--- src/source/m107_io_pkg.sv ---
`default_nettype none

package m107_io_pkg;

    // ====================
    // AXI4-Lite channels
    // ====================

    typedef struct packed {
        logic        awvalid;
        logic [7:0]  awaddr;
        logic        wvalid;
        logic [15:0] wdata;
        logic [1:0]  wstrb;
        logic        bready;
    } axil_wr_req_t;

    typedef struct packed {
        logic       awready;
        logic       wready;
        logic       bvalid;
        logic [1:0] bresp;
    } axil_wr_rsp_t;

    typedef struct packed {
        logic       arvalid;
        logic [7:0] araddr;
        logic       rready;
    } axil_rd_req_t;

    typedef struct packed {
        logic        arready;
        logic        rvalid;
        logic [15:0] rdata;
        logic [1:0]  rresp;
    } axil_rd_rsp_t;

    // ====================
    // Board side
    // ====================

    typedef struct packed {
        logic [3:0] coin;
        logic [3:0] start;
        logic [9:0] p1;
        logic [9:0] p2;
        logic [9:0] p3;
        logic [9:0] p4;
    } player_inputs_t;

    // Read words in the active low form the CPU sees
    typedef struct packed {
        logic [15:0] switches_p12;
        logic [15:0] flags;
        logic [15:0] dip_low;
        logic [15:0] switches_p34;
    } io_read_words_t;

    typedef struct packed {
        logic [1:0] coin_counter;
        logic       screen_flip;
        logic       color_blank;
        logic       bus_request;
        logic       bank_enable;
        logic [3:0] bank_select;
        logic       sound_reset;
    } sys_ctrl_t;

    typedef logic [7:0] snd_cmd_t;

    // ====================
    // Port map
    // ====================

    localparam logic [7:0] addr_switches_p12 = 8'h00;
    localparam logic [7:0] addr_flags        = 8'h02;
    localparam logic [7:0] addr_dip          = 8'h04;
    localparam logic [7:0] addr_switches_p34 = 8'h06;
    localparam logic [7:0] addr_sound_reply  = 8'h08;
    localparam logic [7:0] addr_bank         = 8'h20;
    localparam logic [7:0] addr_sound_reset  = 8'hc0;

    localparam logic [1:0] resp_okay   = 2'b00;
    localparam logic [1:0] resp_slverr = 2'b10;

    localparam logic [15:0] unmapped_read_value = 16'hffff;

endpackage

`default_nettype wire

--- src/source/switch_mapper.sv ---
`default_nettype none

module switch_mapper (
    input  m107_io_pkg::player_inputs_t  inputs,
    input  wire                          kick_harness,
    input  wire [23:0]                   dip_sw,
    input  wire                          dma_busy,
    output m107_io_pkg::io_read_words_t  words
);

    import m107_io_pkg::*;

    logic [7:0] byte_p1;
    logic [7:0] byte_p2;
    logic [7:0] byte_p3;
    logic [7:0] byte_p4;

    // Button 7 of players 1 and 2 is only wired on the kick harness
    function automatic logic [7:0] main_byte(input logic [9:0] p, input logic kick);
        main_byte = {p[4], p[5], kick & p[6], 1'b0, p[3:0]};
    endfunction

    // Players 3 and 4 on the standard harness carry their own coin and start
    function automatic logic [7:0] aux_byte(input logic [9:0] p, input logic coin,
                                            input logic start);
        aux_byte = {p[4], p[5], coin, start, p[3:0]};
    endfunction

    always_comb begin
        byte_p1 = main_byte(inputs.p1, kick_harness);
        byte_p2 = main_byte(inputs.p2, kick_harness);
        if (kick_harness) begin
            byte_p3 = 8'h00;
            byte_p4 = {inputs.p2[9], inputs.p2[8], inputs.p2[7], 1'b0,
                       inputs.p1[9], inputs.p1[8], inputs.p1[7], 1'b0};
        end else begin
            byte_p3 = aux_byte(inputs.p3, inputs.coin[2], inputs.start[2]);
            byte_p4 = aux_byte(inputs.p4, inputs.coin[3], inputs.start[3]);
        end
    end

    // Everything reads back active low
    assign words.switches_p12 = {~byte_p2, ~byte_p1};
    assign words.switches_p34 = {~byte_p4, ~byte_p3};
    assign words.dip_low      = ~dip_sw[15:0];

    // Test and R lines are not connected and read high
    assign words.flags = {~dip_sw[23:16], ~dma_busy, 3'b111,
                          ~inputs.coin[1:0], ~inputs.start[1:0]};

endmodule

`default_nettype wire

--- src/source/io_port_decoder.sv ---
`default_nettype none

module io_port_decoder (
    input  wire                          clk_sys,
    input  wire                          reset_n,

    input  m107_io_pkg::axil_wr_req_t    wr_req,
    output m107_io_pkg::axil_wr_rsp_t    wr_rsp,
    input  m107_io_pkg::axil_rd_req_t    rd_req,
    output m107_io_pkg::axil_rd_rsp_t    rd_rsp,

    input  m107_io_pkg::io_read_words_t  words,
    input  wire                          dip_flip,
    output m107_io_pkg::sys_ctrl_t       sys_ctrl,

    output logic                         cmd_push,
    output m107_io_pkg::snd_cmd_t        cmd_data,
    input  wire                          cmd_full,

    input  m107_io_pkg::snd_cmd_t        reply_data,
    output logic                         reply_taken
);

    import m107_io_pkg::*;

    logic        bvalid_q;
    logic [1:0]  bresp_q;
    logic        rvalid_q;
    logic [15:0] rdata_q;

    logic        wr_fire;
    logic        rd_fire;
    logic        wr_low_byte;
    logic        wr_is_cmd;
    logic        wr_mapped;
    logic [15:0] rd_word;

    logic [1:0]  coin_counter_q;
    logic        soft_flip_q;
    logic        color_blank_q;
    logic        bus_request_q;
    logic        bank_enable_q;
    logic [3:0]  bank_select_q;
    logic        sound_reset_q;

    // ====================
    // Write channel
    // ====================

    assign wr_low_byte = wr_req.wstrb[0];
    assign wr_is_cmd   = wr_low_byte && (wr_req.awaddr == addr_switches_p12);
    assign wr_mapped   = (wr_req.awaddr == addr_switches_p12) ||
                         (wr_req.awaddr == addr_flags) ||
                         (wr_req.awaddr == addr_bank) ||
                         (wr_req.awaddr == addr_sound_reset);

    // Address and data are taken together; a command stalls on a full queue
    assign wr_fire = wr_req.awvalid && wr_req.wvalid && !bvalid_q && !(wr_is_cmd && cmd_full);

    assign wr_rsp.awready = wr_fire;
    assign wr_rsp.wready  = wr_fire;
    assign wr_rsp.bvalid  = bvalid_q;
    assign wr_rsp.bresp   = bresp_q;

    assign cmd_push = wr_fire && wr_is_cmd;
    assign cmd_data = wr_req.wdata[7:0];

    always_ff @(posedge clk_sys or negedge reset_n) begin
        if (!reset_n) begin
            bvalid_q <= 1'b0;
        end else if (wr_fire) begin
            bvalid_q <= 1'b1;
        end else if (wr_req.bready) begin
            bvalid_q <= 1'b0;
        end
    end

    always_ff @(posedge clk_sys) begin
        if (wr_fire) begin
            bresp_q <= wr_mapped ? resp_okay : resp_slverr;
        end
    end

    // ====================
    // Control registers
    // ====================

    always_ff @(posedge clk_sys or negedge reset_n) begin
        if (!reset_n) begin
            coin_counter_q <= 2'b00;
            soft_flip_q    <= 1'b0;
            color_blank_q  <= 1'b0;
            bus_request_q  <= 1'b0;
            bank_enable_q  <= 1'b0;
            bank_select_q  <= 4'h0;
            sound_reset_q  <= 1'b0;
        end else if (wr_fire && wr_low_byte) begin
            case (wr_req.awaddr)
                addr_flags: begin
                    coin_counter_q <= wr_req.wdata[1:0];
                    soft_flip_q    <= ~wr_req.wdata[2];
                    color_blank_q  <= wr_req.wdata[3];
                    bus_request_q  <= ~wr_req.wdata[4];
                    bank_enable_q  <= wr_req.wdata[5];
                end
                addr_bank:        bank_select_q <= wr_req.wdata[3:0];
                addr_sound_reset: sound_reset_q <= ~wr_req.wdata[0];
                default: ;
            endcase
        end
    end

    assign sys_ctrl.coin_counter = coin_counter_q;
    assign sys_ctrl.screen_flip  = ~soft_flip_q ^ ~dip_flip;
    assign sys_ctrl.color_blank  = color_blank_q;
    assign sys_ctrl.bus_request  = bus_request_q;
    assign sys_ctrl.bank_enable  = bank_enable_q;
    assign sys_ctrl.bank_select  = bank_select_q;
    assign sys_ctrl.sound_reset  = sound_reset_q;

    // ====================
    // Read channel
    // ====================

    assign rd_fire     = rd_req.arvalid && !rvalid_q;
    assign reply_taken = rd_fire && (rd_req.araddr == addr_sound_reply);

    always_comb begin
        case (rd_req.araddr)
            addr_switches_p12: rd_word = words.switches_p12;
            addr_flags:        rd_word = words.flags;
            addr_dip:          rd_word = words.dip_low;
            addr_switches_p34: rd_word = words.switches_p34;
            addr_sound_reply:  rd_word = {reply_data, reply_data};
            default:           rd_word = unmapped_read_value;
        endcase
    end

    always_ff @(posedge clk_sys or negedge reset_n) begin
        if (!reset_n) begin
            rvalid_q <= 1'b0;
        end else if (rd_fire) begin
            rvalid_q <= 1'b1;
        end else if (rd_req.rready) begin
            rvalid_q <= 1'b0;
        end
    end

    always_ff @(posedge clk_sys) begin
        if (rd_fire) begin
            rdata_q <= rd_word;
        end
    end

    assign rd_rsp.arready = rd_fire;
    assign rd_rsp.rvalid  = rvalid_q;
    assign rd_rsp.rdata   = rdata_q;
    assign rd_rsp.rresp   = resp_okay;

    // Response must be held until the master takes it
    assert property (@(posedge clk_sys) disable iff (!reset_n)
        bvalid_q && !wr_req.bready |=> bvalid_q);

    // The stall above has to keep pushes away from a full queue
    assert property (@(posedge clk_sys) disable iff (!reset_n)
        cmd_push |-> !cmd_full);

endmodule

`default_nettype wire

--- src/source/sound_cmd_fifo.sv ---
`default_nettype none

module sound_cmd_fifo #(
    parameter int cmd_depth = 8
) (
    input  wire                    clk_sys,
    input  wire                    reset_n,
    input  wire                    flush,
    input  wire                    push,
    input  m107_io_pkg::snd_cmd_t  push_data,
    input  wire                    pop,
    output m107_io_pkg::snd_cmd_t  head,
    output logic                   full,
    output logic                   empty
);

    import m107_io_pkg::*;

    localparam int ptr_w = $clog2(cmd_depth);
    localparam int cnt_w = ptr_w + 1;

    snd_cmd_t         mem [cmd_depth];
    logic [ptr_w-1:0] rd_ptr;
    logic [ptr_w-1:0] wr_ptr;
    logic [cnt_w-1:0] count;

    logic do_push;
    logic do_pop;

    // Flush wins over both sides
    assign do_push = push && !full && !flush;
    assign do_pop  = pop && !empty && !flush;

    assign full  = (count == cnt_w'(cmd_depth));
    assign empty = (count == '0);
    assign head  = mem[rd_ptr];

    always_ff @(posedge clk_sys or negedge reset_n) begin
        if (!reset_n) begin
            rd_ptr <= '0;
            wr_ptr <= '0;
            count  <= '0;
        end else if (flush) begin
            rd_ptr <= '0;
            wr_ptr <= '0;
            count  <= '0;
        end else begin
            if (do_push) begin
                wr_ptr <= wr_ptr + 1'b1;
            end
            if (do_pop) begin
                rd_ptr <= rd_ptr + 1'b1;
            end
            case ({do_push, do_pop})
                2'b10:   count <= count + 1'b1;
                2'b01:   count <= count - 1'b1;
                default: ;
            endcase
        end
    end

    always_ff @(posedge clk_sys) begin
        if (do_push) begin
            mem[wr_ptr] <= push_data;
        end
    end

    assert property (@(posedge clk_sys) disable iff (!reset_n)
        pop |-> !empty);

endmodule

`default_nettype wire

--- src/source/sound_cmd_port.sv ---
`default_nettype none

module sound_cmd_port (
    input  wire                    clk_sys,
    input  wire                    reset_n,

    // Queue side
    input  m107_io_pkg::snd_cmd_t  head,
    input  wire                    empty,
    output logic                   pop,

    // Sound CPU side
    output m107_io_pkg::snd_cmd_t  snd_cmd,
    output logic                   snd_cmd_valid,
    input  wire                    snd_cmd_ack,
    input  wire                    snd_reply_wr,
    input  m107_io_pkg::snd_cmd_t  snd_reply_data,

    // Main CPU side
    input  wire                    reply_taken,
    output m107_io_pkg::snd_cmd_t  reply_data,
    output logic                   snd_irq
);

    import m107_io_pkg::*;

    snd_cmd_t reply_q;
    logic     irq_q;

    // ====================
    // Command path
    // ====================

    assign snd_cmd       = head;
    assign snd_cmd_valid = !empty;

    // Stray acks with nothing queued are dropped here
    assign pop = snd_cmd_ack && !empty;

    // ====================
    // Reply latch
    // ====================

    always_ff @(posedge clk_sys) begin
        if (snd_reply_wr) begin
            reply_q <= snd_reply_data;
        end
    end

    // A fresh reply beats the CPU taking the old one
    always_ff @(posedge clk_sys or negedge reset_n) begin
        if (!reset_n) begin
            irq_q <= 1'b0;
        end else if (snd_reply_wr) begin
            irq_q <= 1'b1;
        end else if (reply_taken) begin
            irq_q <= 1'b0;
        end
    end

    assign reply_data = reply_q;
    assign snd_irq    = irq_q;

endmodule

`default_nettype wire

--- src/source/m107_io.sv ---
`default_nettype none

module m107_io #(
    parameter int cmd_depth = 8
) (
    input  wire                          clk_sys,
    input  wire                          reset_n,

    input  m107_io_pkg::axil_wr_req_t    wr_req,
    output m107_io_pkg::axil_wr_rsp_t    wr_rsp,
    input  m107_io_pkg::axil_rd_req_t    rd_req,
    output m107_io_pkg::axil_rd_rsp_t    rd_rsp,

    input  m107_io_pkg::player_inputs_t  inputs,
    input  wire                          kick_harness,
    input  wire [23:0]                   dip_sw,
    input  wire                          dma_busy,

    output m107_io_pkg::sys_ctrl_t       sys_ctrl,

    output m107_io_pkg::snd_cmd_t        snd_cmd,
    output logic                         snd_cmd_valid,
    input  wire                          snd_cmd_ack,
    input  wire                          snd_reply_wr,
    input  m107_io_pkg::snd_cmd_t        snd_reply_data,
    output logic                         snd_irq
);

    import m107_io_pkg::*;

    io_read_words_t words;
    sys_ctrl_t      ctrl;

    logic     cmd_push;
    snd_cmd_t cmd_data;
    logic     cmd_full;
    logic     cmd_empty;
    logic     cmd_pop;
    snd_cmd_t cmd_head;
    snd_cmd_t reply_data;
    logic     reply_taken;

    assign sys_ctrl = ctrl;

    switch_mapper u_switch_mapper (
        .inputs       (inputs),
        .kick_harness (kick_harness),
        .dip_sw       (dip_sw),
        .dma_busy     (dma_busy),
        .words        (words)
    );

    io_port_decoder u_decoder (
        .clk_sys     (clk_sys),
        .reset_n     (reset_n),
        .wr_req      (wr_req),
        .wr_rsp      (wr_rsp),
        .rd_req      (rd_req),
        .rd_rsp      (rd_rsp),
        .words       (words),
        .dip_flip    (dip_sw[8]),
        .sys_ctrl    (ctrl),
        .cmd_push    (cmd_push),
        .cmd_data    (cmd_data),
        .cmd_full    (cmd_full),
        .reply_data  (reply_data),
        .reply_taken (reply_taken)
    );

    // Sound reset also flushes anything still queued
    sound_cmd_fifo #(
        .cmd_depth (cmd_depth)
    ) u_cmd_fifo (
        .clk_sys   (clk_sys),
        .reset_n   (reset_n),
        .flush     (ctrl.sound_reset),
        .push      (cmd_push),
        .push_data (cmd_data),
        .pop       (cmd_pop),
        .head      (cmd_head),
        .full      (cmd_full),
        .empty     (cmd_empty)
    );

    sound_cmd_port u_cmd_port (
        .clk_sys        (clk_sys),
        .reset_n        (reset_n),
        .head           (cmd_head),
        .empty          (cmd_empty),
        .pop            (cmd_pop),
        .snd_cmd        (snd_cmd),
        .snd_cmd_valid  (snd_cmd_valid),
        .snd_cmd_ack    (snd_cmd_ack),
        .snd_reply_wr   (snd_reply_wr),
        .snd_reply_data (snd_reply_data),
        .reply_taken    (reply_taken),
        .reply_data     (reply_data),
        .snd_irq        (snd_irq)
    );

endmodule

`default_nettype wire

--- config.mk ---
export PLATFORM = sky130hd
export DESIGN_NAME = m107_io
export DESIGN_NICKNAME = d
export VERILOG_FILES = /design/src/source/m107_io_pkg.sv /design/src/source/switch_mapper.sv /design/src/source/io_port_decoder.sv /design/src/source/sound_cmd_fifo.sv /design/src/source/sound_cmd_port.sv /design/src/source/m107_io.sv
export SDC_FILE = /design/constraint.sdc
export NUM_CORES = 1
export LEC_CHECK = 0
export BUFFER_PORTS_ARGS = -buffer_cell sky130_fd_sc_hd__buf_2
export CORE_MARGIN = 4
export CORE_UTILIZATION = 46
export CTS_CLUSTER_SIZE = 14
export DETAILED_ROUTE_END_ITERATION = 7
export PLACE_DENSITY = 0.87
export SETUP_SLACK_MARGIN = 0.2
export SYNTH_ARGS = -nofsm -noshare
export SYNTH_HDL_FRONTEND = slang
export SYNTH_SLANG_ARGS = --single-unit
--- constraint.sdc ---
create_clock -name clk_sys -period 2.8 [get_ports clk_sys]
set_input_delay 0.28 -clock clk_sys [delete_from_list [all_inputs] [get_ports clk_sys]]
set_output_delay 0.28 -clock clk_sys [all_outputs]
set_load 0.02 [all_outputs]
Word level (Yosys, flattened, before mapping)
Memory sizes are Yosys's and may differ from the RTL's.
Index checks and enable logic that the tools add are counted.
Cells by class
  add/subtract/negate cells: 4
  multipliers: 0
  div/mod/pow operators: 0
  $lt $le $gt $ge: 0
  equal/unequal tests: 10
  shift-type cells: 0
  mux-type cells: 18
  bitwise operators: 17
  reductions and logical operators: 35
Operators with widths (count)
  16-bit case mux with 5 select lines: 1
  8-bit inverter: 5
  8-bit by 2-bit equality test with 1-bit output (second input constant): 2
  8-bit by 3-bit equality test with 1-bit output (second input constant): 2
  8-bit zero test: 2
  8-bit two-way mux: 2
  16-bit inverter: 1
  1-bit logical AND: 14
  3-bit two-way mux: 4
  2-bit nonzero test: 5
  8-bit by 4-bit equality test with 1-bit output (second input constant): 1
  8-bit by 6-bit equality test with 1-bit output (second input constant): 1
  8-bit equality test (second input constant): 1
  1-bit two-way mux: 8
  4-bit case mux with 2 select lines: 1
  3-bit by 1-bit adder with 3-bit output (second input constant): 2
  1-bit zero test: 6
  1-bit inverter: 6
  2-bit AND reduction: 3
  4-bit by 1-bit adder with 4-bit output (second input constant): 1
  4-bit equality test (second input constant): 1
  4-bit zero test: 1
  4-bit two-way mux: 1
  2-bit inverter: 2
  8 further kinds: 11
Word-level totals
  bits in registers: 50
  bits in latches: 0
  bits in writable memories: 64
  bits in read-only memories: 0
  bits of input ports: 125
  output and inout port bits: 46
  word-level logic and storage cells: 101
  memories kept: 1
Memory list
  u_cmd_fifo.mem: depth 8, bits a word 8, read ports 1, clocked after Yosys merged registers in 0, write ports 1, RTL line sound_cmd_fifo.sv:22  | snd_cmd_t mem [cmd_depth];

Longest topological paths before layout
  depth after elaboration: 11
  depth in mapped cells: 11
  mapped depth without buffers: 9

Modules after synthesis
From an unflattened synthesis, not the netlist that was laid out.
Unflattened totals
  cell total of the unflattened synthesis: 431
  area, all modules: 5794.3 um^2
Modules (own cells, without submodules)
  sound_cmd_fifo: times used 1, cells an instance 170, area each 3118.0 um^2, seq. area each 2172.1 um^2
  io_port_decoder: times used 1, cells an instance 173, area each 1981.9 um^2, seq. area each 835.8 um^2
  switch_mapper: times used 1, cells an instance 67, area each 347.8 um^2, seq. area each 0.0 um^2
  sound_cmd_port: times used 1, cells an instance 21, area each 346.6 um^2, seq. area each 265.3 um^2

Worst setup path after synthesis
No wires, ideal clock.
  path kind: reg2reg
  start point: reg u_cmd_fifo.count[1]
  end point: reg u_cmd_fifo.count[3]
  setup time: 128 ps
  arrival time: 2552 ps
  data required time: 2672 ps
  slack: 121 ps
  cell stages (with the launch flop): 11
  buffers on the path: 2
  clock period less this slack: 2679 ps
  cell sequence: dfrtp_1 -> buf_2 -> nor4b_2 -> and4b_1 -> buf_2 -> nor3_2 -> ha_1 -> o21ai_0 -> or3b_1 -> mux2i_1 -> mux2_1
Between the ends
  word-level cells in the longest chain between the ends: 10
  elaborated cells on any way between the ends: 20
  classes of those cells: 2 x add/sub; 3 x eq/ne; 2 x mux; 13 x reduce/logical
Ends and longest elaborated chain
  start, declared: RTL line sound_cmd_fifo.sv:25  | logic [cnt_w-1:0] count;
  start signal, assigned: RTL line sound_cmd_fifo.sv:55  | 2'b10: count <= count + 1'b1;
  start signal, assigned: RTL line sound_cmd_fifo.sv:56  | 2'b01: count <= count - 1'b1;
  4-bit equality test: RTL line sound_cmd_fifo.sv:34  | assign full = (count == cnt_w'(cmd_depth));
  1-bit logical AND: RTL line io_port_decoder.sv:58  | assign wr_fire = wr_req.awvalid && wr_req.wvalid && !bvalid_q && !(wr_is_cmd && cmd_full);
  1-bit zero test: RTL line io_port_decoder.sv:58
  1-bit logical AND: RTL line io_port_decoder.sv:58
  1-bit logical AND: RTL line io_port_decoder.sv:65  | assign cmd_push = wr_fire && wr_is_cmd;
  1-bit logical AND (2 in series): RTL line sound_cmd_fifo.sv:31  | assign do_push = push && !full && !flush;
  2-bit by 1-bit equality test with 1-bit output / 2-bit equality test (equally long branches): RTL line sound_cmd_fifo.sv:54  | case ({do_push, do_pop})
  4-bit case mux with 2 select lines: RTL line sound_cmd_fifo.sv:54
  4-bit two-way mux: RTL line sound_cmd_fifo.sv:43  | end else if (flush) begin
Several ways; a longest one is shown, not always the timed one.
A chain may end at the register's enable or synchronous reset.

Worst setup path in the final report
  start point: reg u_cmd_fifo.rd_ptr[1]
  end point: out snd_cmd[0]
Between the ends
  word-level cells in the longest chain between the ends: 1
Ends and longest elaborated chain
  start, declared: RTL line sound_cmd_fifo.sv:23  | logic [ptr_w-1:0] rd_ptr;
  start signal, assigned: RTL line sound_cmd_fifo.sv:52  | rd_ptr <= rd_ptr + 1'b1;
  memory 8 x 8 bit
  end, declared: RTL line m107_io.sv:21  | output m107_io_pkg::snd_cmd_t snd_cmd,
No other way between the ends.

==> metrics.cfg <==
[global_routing]
grt_usage=0.2126
grt_pass1_wl_um=21260
globalRouteOverflowTotal=0
grt_pass1_vias=4046
antenna_found_initial=0
grt_max_degree=41

[timing]
min_period_over_period=0.8795
finClkSkew_ns=0.01233
finalSetupTns_ns=0
slew_headroom=0.4430
setup_violations=0
grt_setup_unrepaired=false
finalCriticalPeriod_ns=2.463
fmax_ghz=0.4061
worstMarginPinSlew_ns=0.8355
final.setup.worst_slack_ns=0.3373
finalHoldViolations=0
slew_violations=0

[clock_tree]
clkLatencyLatePin_ns=0.41
clock-root-buffer=clkbuf_16
cts_sinks=113
cts_tree=built
htreeDepth=4
clk_pin_slew_ns=0.06
clock_path_buffers=2
cts_inserted_buffers=17

[routing]
via_count=4010
first_pass_iters=5
ant_nets=0
vias_per_cell=5.632
drt-total-wl_um=13680
wl_per_cell_um=19.21
wl_met1_um=5550
drc_errors=0
met2_wirelength_um=7040
met3_length_um=850
top_layer=met4
drt_iter0_drc=343

[setup_path]
rr_worst_depth=8
arrival_ns=2.18
end_kind=primary output
crit_required_ns=2.52
start_kind=flip-flop
worstSetupEndpoint=snd_cmd[0]
r2r_setup_slack_ns=0.35
regToRegStartpoint=u_cmd_fifo.count[0]
cp-startpoint=u_cmd_fifo.rd_ptr[1]
worstReg2RegEnd=u_cmd_fifo.count[3]
crit_fanout=18
worstSetupPathType=reg2out

[yosys]
synth_flop_cell=edfxtp_1
synth_edf_count=89
syn-cell-area_mm2=0.005394
yosysTopAreaCellShare=0.4955
async_flop_share=0.2124
yosysTopAreaCell=edfxtp_1
synth_cells=396
syn-mean-instance-area_um2=13.62
yosys-top-cells-area=edfxtp_1 50%, dfrtp_1 11%, mux4_2 6.7%
yosysSeqAreaShare=0.6068
yosys_warnings=0
ys_ff_latch=113
synth.distinct_cells=57

[min_path]
hp-class=in2reg

[final_layout]
finalInstanceArea_mm2=0.006937
drive_above_1_share=0.4288
diodes=0
area_delta_synth_final_pct=28.60
nets=685

[pwr]
cellPowerDensity_mw_per_mm2=599.8
peakVddDrop_mv=0.7579
p_leak_nw=2.712

[floorplan]
start_util=0.4704
die_width_um=116.3
num_io_pins=171
dieArea_mm2=0.01352
dieHeight_um=116.3
rows=39
core_mm2=0.01147

[placed_design]
dp_hpwl_um=9663
place_ws_ns=0.1291
gp_congestion=0.8798
port_buffers=150
placed_area_mm2=0.006296

[status]
status=complete, no violations

[run]
cap_violations=0

sequential cells by signal, indices dropped and copies added, names as in the netlist:
| register | count |
|---|---|
| u_cmd_fifo.count | 4 |
| u_cmd_fifo.mem | 64 |
| u_cmd_fifo.rd_ptr | 3 |
| u_cmd_fifo.wr_ptr | 3 |
| u_cmd_port.reply_data | 8 |
| u_cmd_port.snd_irq | 1 |
| u_decoder.bank_enable_q | 1 |
| u_decoder.bank_select_q | 4 |
| u_decoder.bresp_q | 1 |
| u_decoder.bus_request_q | 1 |
| u_decoder.bvalid_q | 1 |
| u_decoder.coin_counter_q | 2 |
| u_decoder.color_blank_q | 1 |
| u_decoder.rdata_q | 16 |
| u_decoder.rvalid_q | 1 |
| u_decoder.soft_flip_q | 1 |
| u_decoder.sound_reset_q | 1 |
synth_stat cells, drive strengths merged (13+ instances only):
cell type / n
clkbuf: 18
edfxtp: 89
mux2i: 13
nand2: 19
mux4: 16
dfrtp: 24
nor2: 25
buf: 18
o21ai: 28
mux2: 19
a21oi: 15
inv: 13
cells by family after synthesis:
group / synth area share
fa+ha+maj: 0.009279
compound gates: 0.09766
xor+xnor: 0.01299
other cells: 0.0006952
buf+inv: 0.04430
simple gates: 0.09766
flops: 0.6068
mux: 0.1306
worst min-delay path by stage:
stage                           start                          end  depth (start not counted)
floorplan                     reset_n          u_cmd_fifo.count[0]                          0
global placement              reset_n         u_cmd_fifo.rd_ptr[2]                          1
detailed placement            reset_n  u_decoder.coin_counter_q[1]                          1
CTS                         rd_req[0]           u_decoder.rvalid_q                          2
global route        snd_reply_data[2]     u_cmd_port.reply_data[2]                          1
finish                      rd_req[0]           u_decoder.rvalid_q                          2
report_power, final:
part | leakage (nW) | internal, mW | switching [mW]
clock | 0.273 | 1.30 | 0.758
combinational | 1.36 | 0.104 | 0.150
sequential | 1.08 | 1.84 | 0.0116
metrics by stage:
| step | util | hold WS, ns | total power [mW] | instances |
|---|---|---|---|---|
| detailed placement | 0.5490 | 0.3337 | 2.129 | 674 |
| finish | 0.6049 | 0.04065 | 4.161 | 712 |
| floorplan | - | -0.01559 | 2.000 | 398 |
| CTS | 0.6017 | 0.02262 | 4.188 | 710 |
| global placement | 0.5490 | 0.3239 | 2.120 | 674 |
| global route | 0.6049 | 0.02957 | 4.311 | 712 |
layout make-up:
type	instances	area, um2
Fill cell	886	4531
Sequential cell	113	3277
Multi-Input combinational cell	235	1918
Timing Repair Buffer	175	940.9
Clock buffer	18	429.2
Tap cell	143	178.9
Clock inverter	14	140.1
Inverter	14	52.55
layer usage:
metal | vias to the layer above | track usage
met4 | 0 | 0.07502
met1 | 1972 | 0.2708
met2 | 169 | 0.3566
li1 | 1843 | -
met5 | - | 0
met3 | 26 | 0.05078
what timing repair did:
action / in CTS / in global routing
cloned: 0 / 0
gates resized for setup: 2 / 4
setup endpoints to repair: 1 / 1
endpoints found under the hold margin: 24 / 0
hold buffers: 1 / 0
pin swaps: 3 / 2
buffers inserted: 3 / 2
cell usage in the layout (no fill, tap or decap), types with 6 or more instances in the layout:
cell type / instances
a21oi_1: 15
buf_2: 150
buf_4: 24
clkbuf_16: 17
dfrtp_1: 21
edfxtp_1: 89
inv_1: 13
mux2_1: 7
mux2_2: 12
mux2i_1: 13
mux4_2: 16
nand2_1: 19
nor2_1: 25
nor3_1: 6
o2111ai_1: 11
o21ai_0: 24
critical path, cell delays in order, from the launching register on:
cell     delay, ns
dfrtp_1       0.88
mux4_2        0.41
mux2_2        0.30
buf_2         0.17
(Power assumes the default switching activity.)
